### config.mk
export PLATFORM = sky130hd
export DESIGN_NAME = axi_mem_reg_top
export DESIGN_NICKNAME = d
export VERILOG_FILES = /design/src/axi_reg_pkg.sv /design/src/axi_mem_if.sv /design/src/axi_mem_reg_stages.sv /design/src/axi_mem_reg_top.sv /design/src/axi_mem_slave.sv /design/src/ready_enable_reg.sv
export SDC_FILE = /design/constraint.sdc
export NUM_CORES = 2
export LEC_CHECK = 0
export BUFFER_PORTS_ARGS = -buffer_cell sky130_fd_sc_hd__buf_2
export CORE_UTILIZATION = 30
export DETAILED_ROUTE_END_ITERATION = 8
export MAX_ROUTING_LAYER = met4
export PLACE_DENSITY = 0.41
export SLEW_MARGIN = 20
export SYNTH_ARGS = -nofsm -noshare
export SYNTH_HDL_FRONTEND = slang
export SYNTH_SLANG_ARGS = --single-unit
### constraint.sdc
create_clock -name mem_slave -period 5.8 [get_ports mem_slave]
set_input_delay 0.29 -clock mem_slave [delete_from_list [all_inputs] [get_ports mem_slave]]
set_output_delay 0.29 -clock mem_slave [all_outputs]
set_load 0.005 [all_outputs]
### src/axi_reg_pkg.sv
// AXI register slice shared definitions
// Payload widths, response codes, stage counts and request FIFO sizing
package axi_reg_pkg;

    // Word address as seen on the bus, wider than the memory needs
    // so that out-of-range requests can be expressed
    typedef logic [7:0] addr_t;

    // One memory word
    typedef logic [31:0] data_t;

    // AXI response code
    typedef logic [1:0] resp_t;

    localparam resp_t resp_okay = 2'b00;
    localparam resp_t resp_slverr = 2'b10;

    // Memory depth in words, any address at or above this is rejected
    localparam int mem_words = 64;

    // Register stages on every channel between master and slave
    localparam int n_reg_stages = 2;

    // Length of the almost-full ready shift registers
    localparam int n_ready_stages = n_reg_stages;

    // Entries in each slave request FIFO
    localparam int req_fifo_depth = 8;

    // Free slots the slave must keep in reserve while ready is high.
    // Covers requests already in the stages, requests accepted while a
    // lowered ready travels back, and one cycle of slack
    localparam int ready_margin = n_reg_stages + n_ready_stages + 1;

endpackage

### src/axi_mem_if.sv
// AXI memory-mapped bus with single-beat channels
// The master-side and slave-side views are given as modports
`timescale 1ns/1ns

interface axi_mem_if
(
    input logic mem_slave,
    input logic rst_n
);
    import axi_reg_pkg::*;

    // Write address channel
    logic awvalid;
    logic awready;
    addr_t awaddr;

    // Write data channel
    logic wvalid;
    logic wready;
    data_t wdata;

    // Write response channel
    logic bvalid;
    logic bready;
    resp_t bresp;

    // Read address channel
    logic arvalid;
    logic arready;
    addr_t araddr;

    // Read data channel
    logic rvalid;
    logic rready;
    data_t rdata;
    resp_t rresp;

    // Seen from the requesting side, looking towards a slave
    modport to_slave
    (
        input mem_slave, rst_n,
        output awvalid, awaddr, wvalid, wdata, arvalid, araddr, bready, rready,
        input awready, wready, arready, bvalid, bresp, rvalid, rdata, rresp
    );

    // Seen from the responding side, looking towards a master
    modport to_master
    (
        input mem_slave, rst_n,
        input awvalid, awaddr, wvalid, wdata, arvalid, araddr, bready, rready,
        output awready, wready, arready, bvalid, bresp, rvalid, rdata, rresp
    );

endinterface

### src/axi_mem_reg_stages.sv
// AXI register slice between a master-side bus and a slave-side bus
// Requests use an almost-full ready protocol, responses a normal handshake
`timescale 1ns/1ns

module axi_mem_reg_stages
#(
    parameter int n_reg_stages = axi_reg_pkg::n_reg_stages,
    parameter int n_ready_stages = axi_reg_pkg::n_ready_stages
)
(
    input logic mem_slave,
    input logic rst_n,
    axi_mem_if.to_slave slv,
    axi_mem_if.to_master mst
);
    import axi_reg_pkg::*;

    // ======================================================================
    // Request channels, master to slave
    // ======================================================================

    // Index 0 is the master side, index n_reg_stages feeds the slave
    logic aw_valid_pipe [n_reg_stages+1];
    logic w_valid_pipe [n_reg_stages+1];
    logic ar_valid_pipe [n_reg_stages+1];
    addr_t aw_addr_pipe [n_reg_stages+1];
    data_t w_data_pipe [n_reg_stages+1];
    addr_t ar_addr_pipe [n_reg_stages+1];

    // Only accepted requests enter the pipeline.
    // A valid at the slave is then always a real request
    assign aw_valid_pipe[0] = mst.awvalid && mst.awready;
    assign w_valid_pipe[0] = mst.wvalid && mst.wready;
    assign ar_valid_pipe[0] = mst.arvalid && mst.arready;
    assign aw_addr_pipe[0] = mst.awaddr;
    assign w_data_pipe[0] = mst.wdata;
    assign ar_addr_pipe[0] = mst.araddr;

    for (genvar s = 1; s <= n_reg_stages; s++)
    begin : req_stage
        always_ff @(posedge mem_slave)
        begin
            aw_addr_pipe[s] <= aw_addr_pipe[s-1];
            w_data_pipe[s] <= w_data_pipe[s-1];
            ar_addr_pipe[s] <= ar_addr_pipe[s-1];

            if (!rst_n)
            begin
                aw_valid_pipe[s] <= 1'b0;
                w_valid_pipe[s] <= 1'b0;
                ar_valid_pipe[s] <= 1'b0;
            end
            else
            begin
                aw_valid_pipe[s] <= aw_valid_pipe[s-1];
                w_valid_pipe[s] <= w_valid_pipe[s-1];
                ar_valid_pipe[s] <= ar_valid_pipe[s-1];
            end
        end
    end

    assign slv.awvalid = aw_valid_pipe[n_reg_stages];
    assign slv.wvalid = w_valid_pipe[n_reg_stages];
    assign slv.arvalid = ar_valid_pipe[n_reg_stages];
    assign slv.awaddr = aw_addr_pipe[n_reg_stages];
    assign slv.wdata = w_data_pipe[n_reg_stages];
    assign slv.araddr = ar_addr_pipe[n_reg_stages];

    // Ready shift registers. The slave's ready enters at bit 0 and
    // reaches the master n_ready_stages cycles later
    logic [n_ready_stages-1:0] awready_sr;
    logic [n_ready_stages-1:0] wready_sr;
    logic [n_ready_stages-1:0] arready_sr;

    always_ff @(posedge mem_slave)
    begin
        if (!rst_n)
        begin
            awready_sr <= '0;
            wready_sr <= '0;
            arready_sr <= '0;
        end
        else
        begin
            // The cast drops the oldest bit off the top
            awready_sr <= n_ready_stages'({awready_sr, slv.awready});
            wready_sr <= n_ready_stages'({wready_sr, slv.wready});
            arready_sr <= n_ready_stages'({arready_sr, slv.arready});
        end
    end

    assign mst.awready = awready_sr[n_ready_stages-1];
    assign mst.wready = wready_sr[n_ready_stages-1];
    assign mst.arready = arready_sr[n_ready_stages-1];

    // ======================================================================
    // Response channels, slave to master
    // ======================================================================

    // Here index 0 is the slave side
    logic b_valid_pipe [n_reg_stages+1];
    logic b_ready_pipe [n_reg_stages+1];
    resp_t b_resp_pipe [n_reg_stages+1];
    logic r_valid_pipe [n_reg_stages+1];
    logic r_ready_pipe [n_reg_stages+1];
    logic [$bits(data_t)+$bits(resp_t)-1:0] r_pay_pipe [n_reg_stages+1];

    assign b_valid_pipe[0] = slv.bvalid;
    assign b_resp_pipe[0] = slv.bresp;
    assign slv.bready = b_ready_pipe[0];
    assign r_valid_pipe[0] = slv.rvalid;
    assign r_pay_pipe[0] = {slv.rdata, slv.rresp};
    assign slv.rready = r_ready_pipe[0];

    for (genvar s = 1; s <= n_reg_stages; s++)
    begin : rsp_stage
        ready_enable_reg #(.n_data_bits($bits(resp_t))) b_reg
        (
            .mem_slave(mem_slave),
            .rst_n(rst_n),
            .enable_from_src(b_valid_pipe[s-1]),
            .data_from_src(b_resp_pipe[s-1]),
            .ready_to_src(b_ready_pipe[s-1]),
            .ready_from_dst(b_ready_pipe[s]),
            .enable_to_dst(b_valid_pipe[s]),
            .data_to_dst(b_resp_pipe[s])
        );

        ready_enable_reg #(.n_data_bits($bits(data_t) + $bits(resp_t))) r_reg
        (
            .mem_slave(mem_slave),
            .rst_n(rst_n),
            .enable_from_src(r_valid_pipe[s-1]),
            .data_from_src(r_pay_pipe[s-1]),
            .ready_to_src(r_ready_pipe[s-1]),
            .ready_from_dst(r_ready_pipe[s]),
            .enable_to_dst(r_valid_pipe[s]),
            .data_to_dst(r_pay_pipe[s])
        );
    end

    assign mst.bvalid = b_valid_pipe[n_reg_stages];
    assign mst.bresp = b_resp_pipe[n_reg_stages];
    assign b_ready_pipe[n_reg_stages] = mst.bready;
    assign mst.rvalid = r_valid_pipe[n_reg_stages];
    assign {mst.rdata, mst.rresp} = r_pay_pipe[n_reg_stages];
    assign r_ready_pipe[n_reg_stages] = mst.rready;

endmodule

### src/axi_mem_reg_top.sv
// Top level of the AXI register slice with its memory slave
// Plain AXI ports outside, interface buses between the blocks inside
`timescale 1ns/1ns

module axi_mem_reg_top
(
    input logic mem_slave,
    input logic rst_n,

    // Write address channel
    input logic awvalid,
    output logic awready,
    input axi_reg_pkg::addr_t awaddr,

    // Write data channel
    input logic wvalid,
    output logic wready,
    input axi_reg_pkg::data_t wdata,

    // Write response channel
    output logic bvalid,
    input logic bready,
    output axi_reg_pkg::resp_t bresp,

    // Read address channel
    input logic arvalid,
    output logic arready,
    input axi_reg_pkg::addr_t araddr,

    // Read data channel
    output logic rvalid,
    input logic rready,
    output axi_reg_pkg::data_t rdata,
    output axi_reg_pkg::resp_t rresp
);

    // Bus on the master side of the stages, and bus in front of the slave
    axi_mem_if mst_bus (.mem_slave(mem_slave), .rst_n(rst_n));
    axi_mem_if slv_bus (.mem_slave(mem_slave), .rst_n(rst_n));

    // Map the plain ports onto the master-side bus
    assign mst_bus.awvalid = awvalid;
    assign mst_bus.awaddr = awaddr;
    assign mst_bus.wvalid = wvalid;
    assign mst_bus.wdata = wdata;
    assign mst_bus.arvalid = arvalid;
    assign mst_bus.araddr = araddr;
    assign mst_bus.bready = bready;
    assign mst_bus.rready = rready;
    assign awready = mst_bus.awready;
    assign wready = mst_bus.wready;
    assign arready = mst_bus.arready;
    assign bvalid = mst_bus.bvalid;
    assign bresp = mst_bus.bresp;
    assign rvalid = mst_bus.rvalid;
    assign rdata = mst_bus.rdata;
    assign rresp = mst_bus.rresp;

    axi_mem_reg_stages stages
    (
        .mem_slave(mem_slave),
        .rst_n(rst_n),
        .slv(slv_bus.to_slave),
        .mst(mst_bus.to_master)
    );

    axi_mem_slave slave
    (
        .mem_slave(mem_slave),
        .rst_n(rst_n),
        .bus(slv_bus.to_master)
    );

endmodule

### src/axi_mem_slave.sv
// Memory slave behind the AXI register slice
// Request FIFOs with almost-full ready, a word memory and response registers
`timescale 1ns/1ns

module axi_mem_slave
(
    input logic mem_slave,
    input logic rst_n,
    axi_mem_if.to_master bus
);
    import axi_reg_pkg::*;

    // ======================================================================
    // Request FIFOs
    // ======================================================================

    // FIFO 0 holds write addresses, 1 write data and 2 read addresses.
    // Addresses are stored zero-extended to the data width
    logic [2:0] fifo_push;
    logic [2:0] fifo_pop;
    logic [2:0] fifo_has_head;
    logic [2:0] fifo_ready;
    data_t fifo_din [3];
    data_t fifo_dout [3];

    // Every valid arriving here is an accepted request, so it is pushed
    // without regard to the current ready
    assign fifo_push = {bus.arvalid, bus.wvalid, bus.awvalid};
    assign fifo_din[0] = data_t'(bus.awaddr);
    assign fifo_din[1] = bus.wdata;
    assign fifo_din[2] = data_t'(bus.araddr);

    for (genvar f = 0; f < 3; f++)
    begin : req_fifo
        data_t slots [req_fifo_depth];
        logic [$clog2(req_fifo_depth)-1:0] wr_ptr;
        logic [$clog2(req_fifo_depth)-1:0] rd_ptr;
        logic [$clog2(req_fifo_depth+1)-1:0] count;

        // Pointers wrap on their own since the depth is a power of two
        always_ff @(posedge mem_slave)
        begin
            if (!rst_n)
            begin
                wr_ptr <= '0;
                rd_ptr <= '0;
                count <= '0;
            end
            else
            begin
                if (fifo_push[f])
                    wr_ptr <= wr_ptr + 1'b1;
                if (fifo_pop[f])
                    rd_ptr <= rd_ptr + 1'b1;
                case ({fifo_push[f], fifo_pop[f]})
                    2'b10: count <= count + 1'b1;
                    2'b01: count <= count - 1'b1;
                    default: count <= count;
                endcase
            end
        end

        always_ff @(posedge mem_slave)
        begin
            if (fifo_push[f])
                slots[wr_ptr] <= fifo_din[f];
        end

        assign fifo_dout[f] = slots[rd_ptr];
        assign fifo_has_head[f] = (count != '0);

        // Ready only while free slots exceed the margin for requests in flight
        assign fifo_ready[f] = (int'(count) + ready_margin) < req_fifo_depth;
    end

    assign bus.awready = fifo_ready[0];
    assign bus.wready = fifo_ready[1];
    assign bus.arready = fifo_ready[2];

    // ======================================================================
    // Memory and responses
    // ======================================================================

    data_t mem_array [mem_words];
    addr_t wr_addr;
    addr_t rd_addr;
    logic wr_in_range;
    logic rd_in_range;
    logic do_write;
    logic do_read;

    assign wr_addr = fifo_dout[0][$bits(addr_t)-1:0];
    assign rd_addr = fifo_dout[2][$bits(addr_t)-1:0];
    assign wr_in_range = wr_addr < mem_words;
    assign rd_in_range = rd_addr < mem_words;

    // A write needs both heads, and each needs room in its response register
    assign do_write = fifo_has_head[0] && fifo_has_head[1] && (!bus.bvalid || bus.bready);
    assign do_read = fifo_has_head[2] && (!bus.rvalid || bus.rready);
    assign fifo_pop = {do_read, do_write, do_write};

    // Memory starts out zeroed, so unwritten words read back as zero
    always_ff @(posedge mem_slave)
    begin
        if (!rst_n)
        begin
            for (int i = 0; i < mem_words; i++)
                mem_array[i] <= '0;
        end
        else if (do_write && wr_in_range)
        begin
            mem_array[wr_addr[$clog2(mem_words)-1:0]] <= fifo_dout[1];
        end
    end

    // Write response register, held until the stage above takes it
    always_ff @(posedge mem_slave)
    begin
        if (!rst_n)
            bus.bvalid <= 1'b0;
        else if (do_write)
            bus.bvalid <= 1'b1;
        else if (bus.bready)
            bus.bvalid <= 1'b0;

        if (do_write)
            bus.bresp <= wr_in_range ? resp_okay : resp_slverr;
    end

    // Read response register, out-of-range reads return zero
    always_ff @(posedge mem_slave)
    begin
        if (!rst_n)
            bus.rvalid <= 1'b0;
        else if (do_read)
            bus.rvalid <= 1'b1;
        else if (bus.rready)
            bus.rvalid <= 1'b0;

        if (do_read)
        begin
            bus.rdata <= rd_in_range ? mem_array[rd_addr[$clog2(mem_words)-1:0]] : '0;
            bus.rresp <= rd_in_range ? resp_okay : resp_slverr;
        end
    end

endmodule

### src/ready_enable_reg.sv
// Single-entry pipeline register with a valid/ready handshake on both sides
// Used for the response channels, where the destination may stall
`timescale 1ns/1ns

module ready_enable_reg
#(
    parameter int n_data_bits = 32
)
(
    input logic mem_slave,
    input logic rst_n,

    // Source side
    input logic enable_from_src,
    input logic [n_data_bits-1:0] data_from_src,
    output logic ready_to_src,

    // Destination side
    input logic ready_from_dst,
    output logic enable_to_dst,
    output logic [n_data_bits-1:0] data_to_dst
);

    // The entry can be refilled when it is empty or is leaving this cycle.
    // Ready to the source is therefore combinational on the destination's ready
    assign ready_to_src = !enable_to_dst || ready_from_dst;

    // Occupancy flag of the single entry
    always_ff @(posedge mem_slave)
    begin
        if (!rst_n)
        begin
            enable_to_dst <= 1'b0;
        end
        else if (ready_to_src)
        begin
            enable_to_dst <= enable_from_src;
        end
    end

    // Payload only moves when the entry is refilled, so it stays steady
    // for as long as the destination stalls
    always_ff @(posedge mem_slave)
    begin
        if (ready_to_src && enable_from_src)
        begin
            data_to_dst <= data_from_src;
        end
    end

endmodule
==> results.txt <==
The run finished, with violations left. The checks that failed: design-rule violations. The worst slew margin relative to its limit came out at 20.6%.

From synthesis to final layout, the design area changed by 17.1%. The mean area per synthesized cell is ~12 um2. In this run the worst hold path is classified as in -> reg. The library cell with the highest instance count after synthesis is sky130_fd_sc_hd__edfxtp_1. The stage delay of the slowest cell on the critical path came out at roughly 1.1 ns. The worst-case IR drop observed on VDD is 0.333 mV. The critical path startpoint category is a flop. Clock skew on the completed layout was measured at approximately 0.036 ns. The number of nets in the layout is 9858. Dividing the detail-routed via count by the number of cells gives 5.16. The commonest register cell after synthesis is sky130_fd_sc_hd__edfxtp_1.

The number of slew-limit violations in the final report came out at 0. The final setup violation count is 0. The count of input and output buffers came out at 93. The netlist area before placement is 0.112 mm2. The reported max-cap violation count is 0. For this design the top-level I/O count stands at 96. The number of synthesized register bits is 2687. The total length of routed wires came out at just over 400 mm.

Based on the critical path, the design can be clocked at up to 192 MHz. The total power draw came out at 0.0600 W. The total via count in the routed design is 77500. Setup repair after global routing left no endpoint under its margin. Cells fill 35.3% of the core in the end.

The number of global-route vias before repair came out at 76300. After synthesis, the largest family of logic cells by area is simple AND/OR/NAND/NOR gates. The portion of total power attributed to the clock network is 32.9%. The met3 track demand over resource came out at 2.68%. The critical path data arrival time is around 5.9 ns. The layer flagged by global routing as most heavily used is met2.

The area share of the leading cell type in the synthesized netlist is about two thirds. The adder-cell share of the synthesized area came out at 0.167%. The final estimated routing congestion in global placement came out at 0.827. The xor and xnor fraction of the mapped netlist area is 0.140%.

At the pin with the least slew margin, the transition time is 1.18 ns. In the final layout, the multi-input gates occupy 0.0303 mm2. Yosys mapped the design onto 63 distinct sky130hd cell types. The clock-pin slew on the worst setup and hold paths is 0.06 ns. The floorplan step defined a die boundary enclosing 0.377 mm2. The kind of end point of the critical path is a flop.

Once placement completed, the tool counted placed cells totaling 14300. The final period utilization is about nine tenths. The quantity of gates resized following cts came out at 0. The pin count of the biggest net entering global routing is 101.

In the routed design, unresolved DRC markers number 26. The iteration-0 DRC count of the detailed router is 8174. The number of CTS-inserted buffers is 308. The global route total overflow is 0.

Synthesis handed over a netlist of 9715 instances. The count of nets left with antenna violations once routing finished came out at 0. The initial antenna violation count came out at 25. The sink count of the clock tree came out at around 2700. The commonest cells after synthesis are sky130_fd_sc_hd__edfxtp_1 (2534), sky130_fd_sc_hd__nand2_1 (2174), sky130_fd_sc_hd__nor2_1 (2097). The fill cell total of the finished layout is 36500. The fraction of layout instances using a drive strength above 1 came out at 11.7%. The total negative slack is 0 ns. The synthesized design contains 2534 enable-type register cells. The wire length of the first global-routing pass is 583 mm. In this run the worst path has a maximum fanout of 50.

The cell-internal power is about 0.038 W. The number of rows created at floorplan is 224. The portion of total power attributed to combinational logic is 29.4%. The basic-gate share of the synthesized area counting and, or, nand and nor cells came out at 19.6%.

The final HPWL from detailed placement came out at 245 mm. The core outline area came out at roughly 0.37 mm2. The detail-routed net length per standard cell is 27.4 um.

The sequential cells in the finished layout cover a total of 0.0792 mm2. The critical path in this run is classified as reg -> reg. The fraction of power spent switching nets is 36.1%. The total track usage is 21.9%.

The largest total area in the synthesized netlist belongs to sky130_fd_sc_hd__edfxtp_1. Summed over all nets, the switching power comes to about 0.022 W. The number of buffers inserted by post-CTS setup repair is 0. The floorplan step set the die width to 614 um. Global routing used between 30% and 40% of the available met2 tracks.

The first detailed-routing pass ran for 8 iterations. After synthesis, the cell types taking the most area are sky130_fd_sc_hd__edfxtp_1 (68%), sky130_fd_sc_hd__nand2_1 (7.3%), sky130_fd_sc_hd__nor2_1 (7.0%). The multiplexer share of the synthesized area came out at under 10%. The die height is 614 um.

By instance count, the cell type seen most on the critical path is sky130_fd_sc_hd__buf_12. The power density over cell area came out at 456 mW/mm2. The final number of hold-violating endpoints is 0.

The number of buffers inserted by hold repair at cts came out at around 110. The maximum number of buffers from clock root to sink came out at 4. The starting density of the core came out at approximately 30%. The cell sitting at the root of the clock tree is a sky130_fd_sc_hd__clkbuf_16. The complex-gate fraction of the synthesized area is 3.80%.

At the worst endpoint, the required time is 6.52 ns. Sequential cells were found to cover 70.4% of the synthesized design area. The shortest clock period the worst path allows after layout came out at 5.20 ns. The async set or reset register ratio after synthesis came out at 0%.

Per report_power, the sequential group accounts for a little under two fifths of the total. For this run, the number of Yosys warnings is 0. The fraction of met1 tracks used by global routing came out at slightly below 30%. The filler-free cell count of the finished design is 15000. Clock latency on the worst-skew pair, taken at its later pin, is ~0.92 ns.

The clock tree synthesis step divided the H-tree into 5 levels. Among all stages on the critical path, the largest delay is contributed by sky130_fd_sc_hd__mux4_4. Walking the worst path, the cells encountered are mux2_2 > mux4_4 > buf_12 > buf_12 > and3_1 > a311oi_1 > a31oi_1 > a221oi_1 > a22o_1.

TritonCTS built the clock tree. Summed over all cells, the static leakage comes to 46.6 nW.
per-layer routing:
metal	wire [um]	vias up
li1	-	34200
met1	183000	40200
met2	193000	2530
met3	24300	531
met4	11900	0
met5	0	-
logic make-up after synthesis:
| logic type | count (synthesis) |
|---|---|
| AND/OR/NAND/NOR | 5395 |
| flip-flops | 2687 |
| buffers and inverters | 892 |
| AO/OA/AOI/OAI | 537 |
| multiplexers | 170 |
| XOR/XNOR | 18 |
| adder cells (fa/ha/maj) | 15 |
| other | 1 |
path summary, 6_finish.rpt:
kind | from | to | slack [ns] | cells past startpoint
worst max-delay path | flop | slave.bus.rdata[25]$_SDFFCE_PP0N_ | 0.60 | 9
worst min-delay path | rready | stages.rsp_stage[2].r_reg.enable_to_dst$_SDFFE_PN0P_ | 0.29 | 4
worst max register to register | flop | slave.bus.rdata[25]$_SDFFCE_PP0N_ | 0.60 | 9
worst min register to register | stages.w_data_pipe[47]$_DFF_P_ | stages.slv.wdata[15]$_DFF_P_ | 0.32 | 0
critical path, delay by kind of cell (launching register included):
kind,cells,cell delay [ns]
flops,1,0.85
buf+inv,2,0.62
compound gates,4,1.80
simple gates,1,0.15
mux,2,1.46
power groups by stage:
stage | clock [W] | sequential (W) | combinational, W
4_1_cts | 0.0201 | 0.0227 | 0.0177
2_1_floorplan | 0 | 0.0227 | 0.00868
3_5_place_dp | 0 | 0.0231 | 0.0176
6_report | 0.0197 | 0.0227 | 0.0176
5_1_grt | 0.0208 | 0.0227 | 0.0185
3_3_place_gp | 0 | 0.0231 | 0.0175
per-stage QoR:
step,setup WS [ns],hold slack [ns],instance area [um2]
floorplan,1.81,0.310,112000
global placement,0.742,0.312,120000
detailed placement,0.746,0.312,121000
CTS,0.746,0.208,132000
global route,0.563,0.290,132000
finish,0.604,0.287,132000
state kept, by name (all words and copies together) (netlist names), 8 cells and up, named ones only:
| name | cells |
|---|---|
| stages.slv.awaddr | 8 |
| slave.req_fifo.rd_ptr | 9 |
| stages.rsp_stage.r_reg.data_to_dst | 66 |
| stages.slv.wdata | 32 |
| slave.req_fifo.slots | 384 |
| slave.req_fifo.count | 12 |
| slave.req_fifo.wr_ptr | 9 |
| stages.ar_addr_pipe | 8 |
| stages.aw_addr_pipe | 8 |
| slave.bus.rdata | 32 |
| stages.slv.araddr | 8 |
| stages.w_data_pipe | 32 |
| slave.mem_array | 2048 |
placed cells by master (no fill, tap or decap), types with 46 or more instances in the layout:
cell type,n
sky130_fd_sc_hd__edfxtp_1,2534
sky130_fd_sc_hd__nand2_1,2151
sky130_fd_sc_hd__nor2_1,2088
sky130_fd_sc_hd__nand3_1,851
sky130_fd_sc_hd__buf_4,370
sky130_fd_sc_hd__clkbuf_16,320
sky130_fd_sc_hd__a311oi_1,225
sky130_fd_sc_hd__and3_1,167
sky130_fd_sc_hd__dfxtp_1,149
sky130_fd_sc_hd__a31oi_1,118
sky130_fd_sc_hd__dlygate4sd3_1,106
sky130_fd_sc_hd__buf_2,92
sky130_fd_sc_hd__mux4_2,89
sky130_fd_sc_hd__buf_12,76
sky130_fd_sc_hd__clkinv_1,72
sky130_fd_sc_hd__clkbuf_1,63
sky130_fd_sc_hd__a32oi_1,59
sky130_fd_sc_hd__clkinv_2,46
final cells by class:
cell class                 count  area share (%)
sequential                  2687            60.1
multi-input combinational   6137            23.0
clock buffer                 388            6.32
tap                         4972            4.73
timing repair buffer         648            4.46
clock inverter               169            1.28
inverter                       6          0.0171
antenna                        9          0.0171
(Power assumes the default switching activity.)
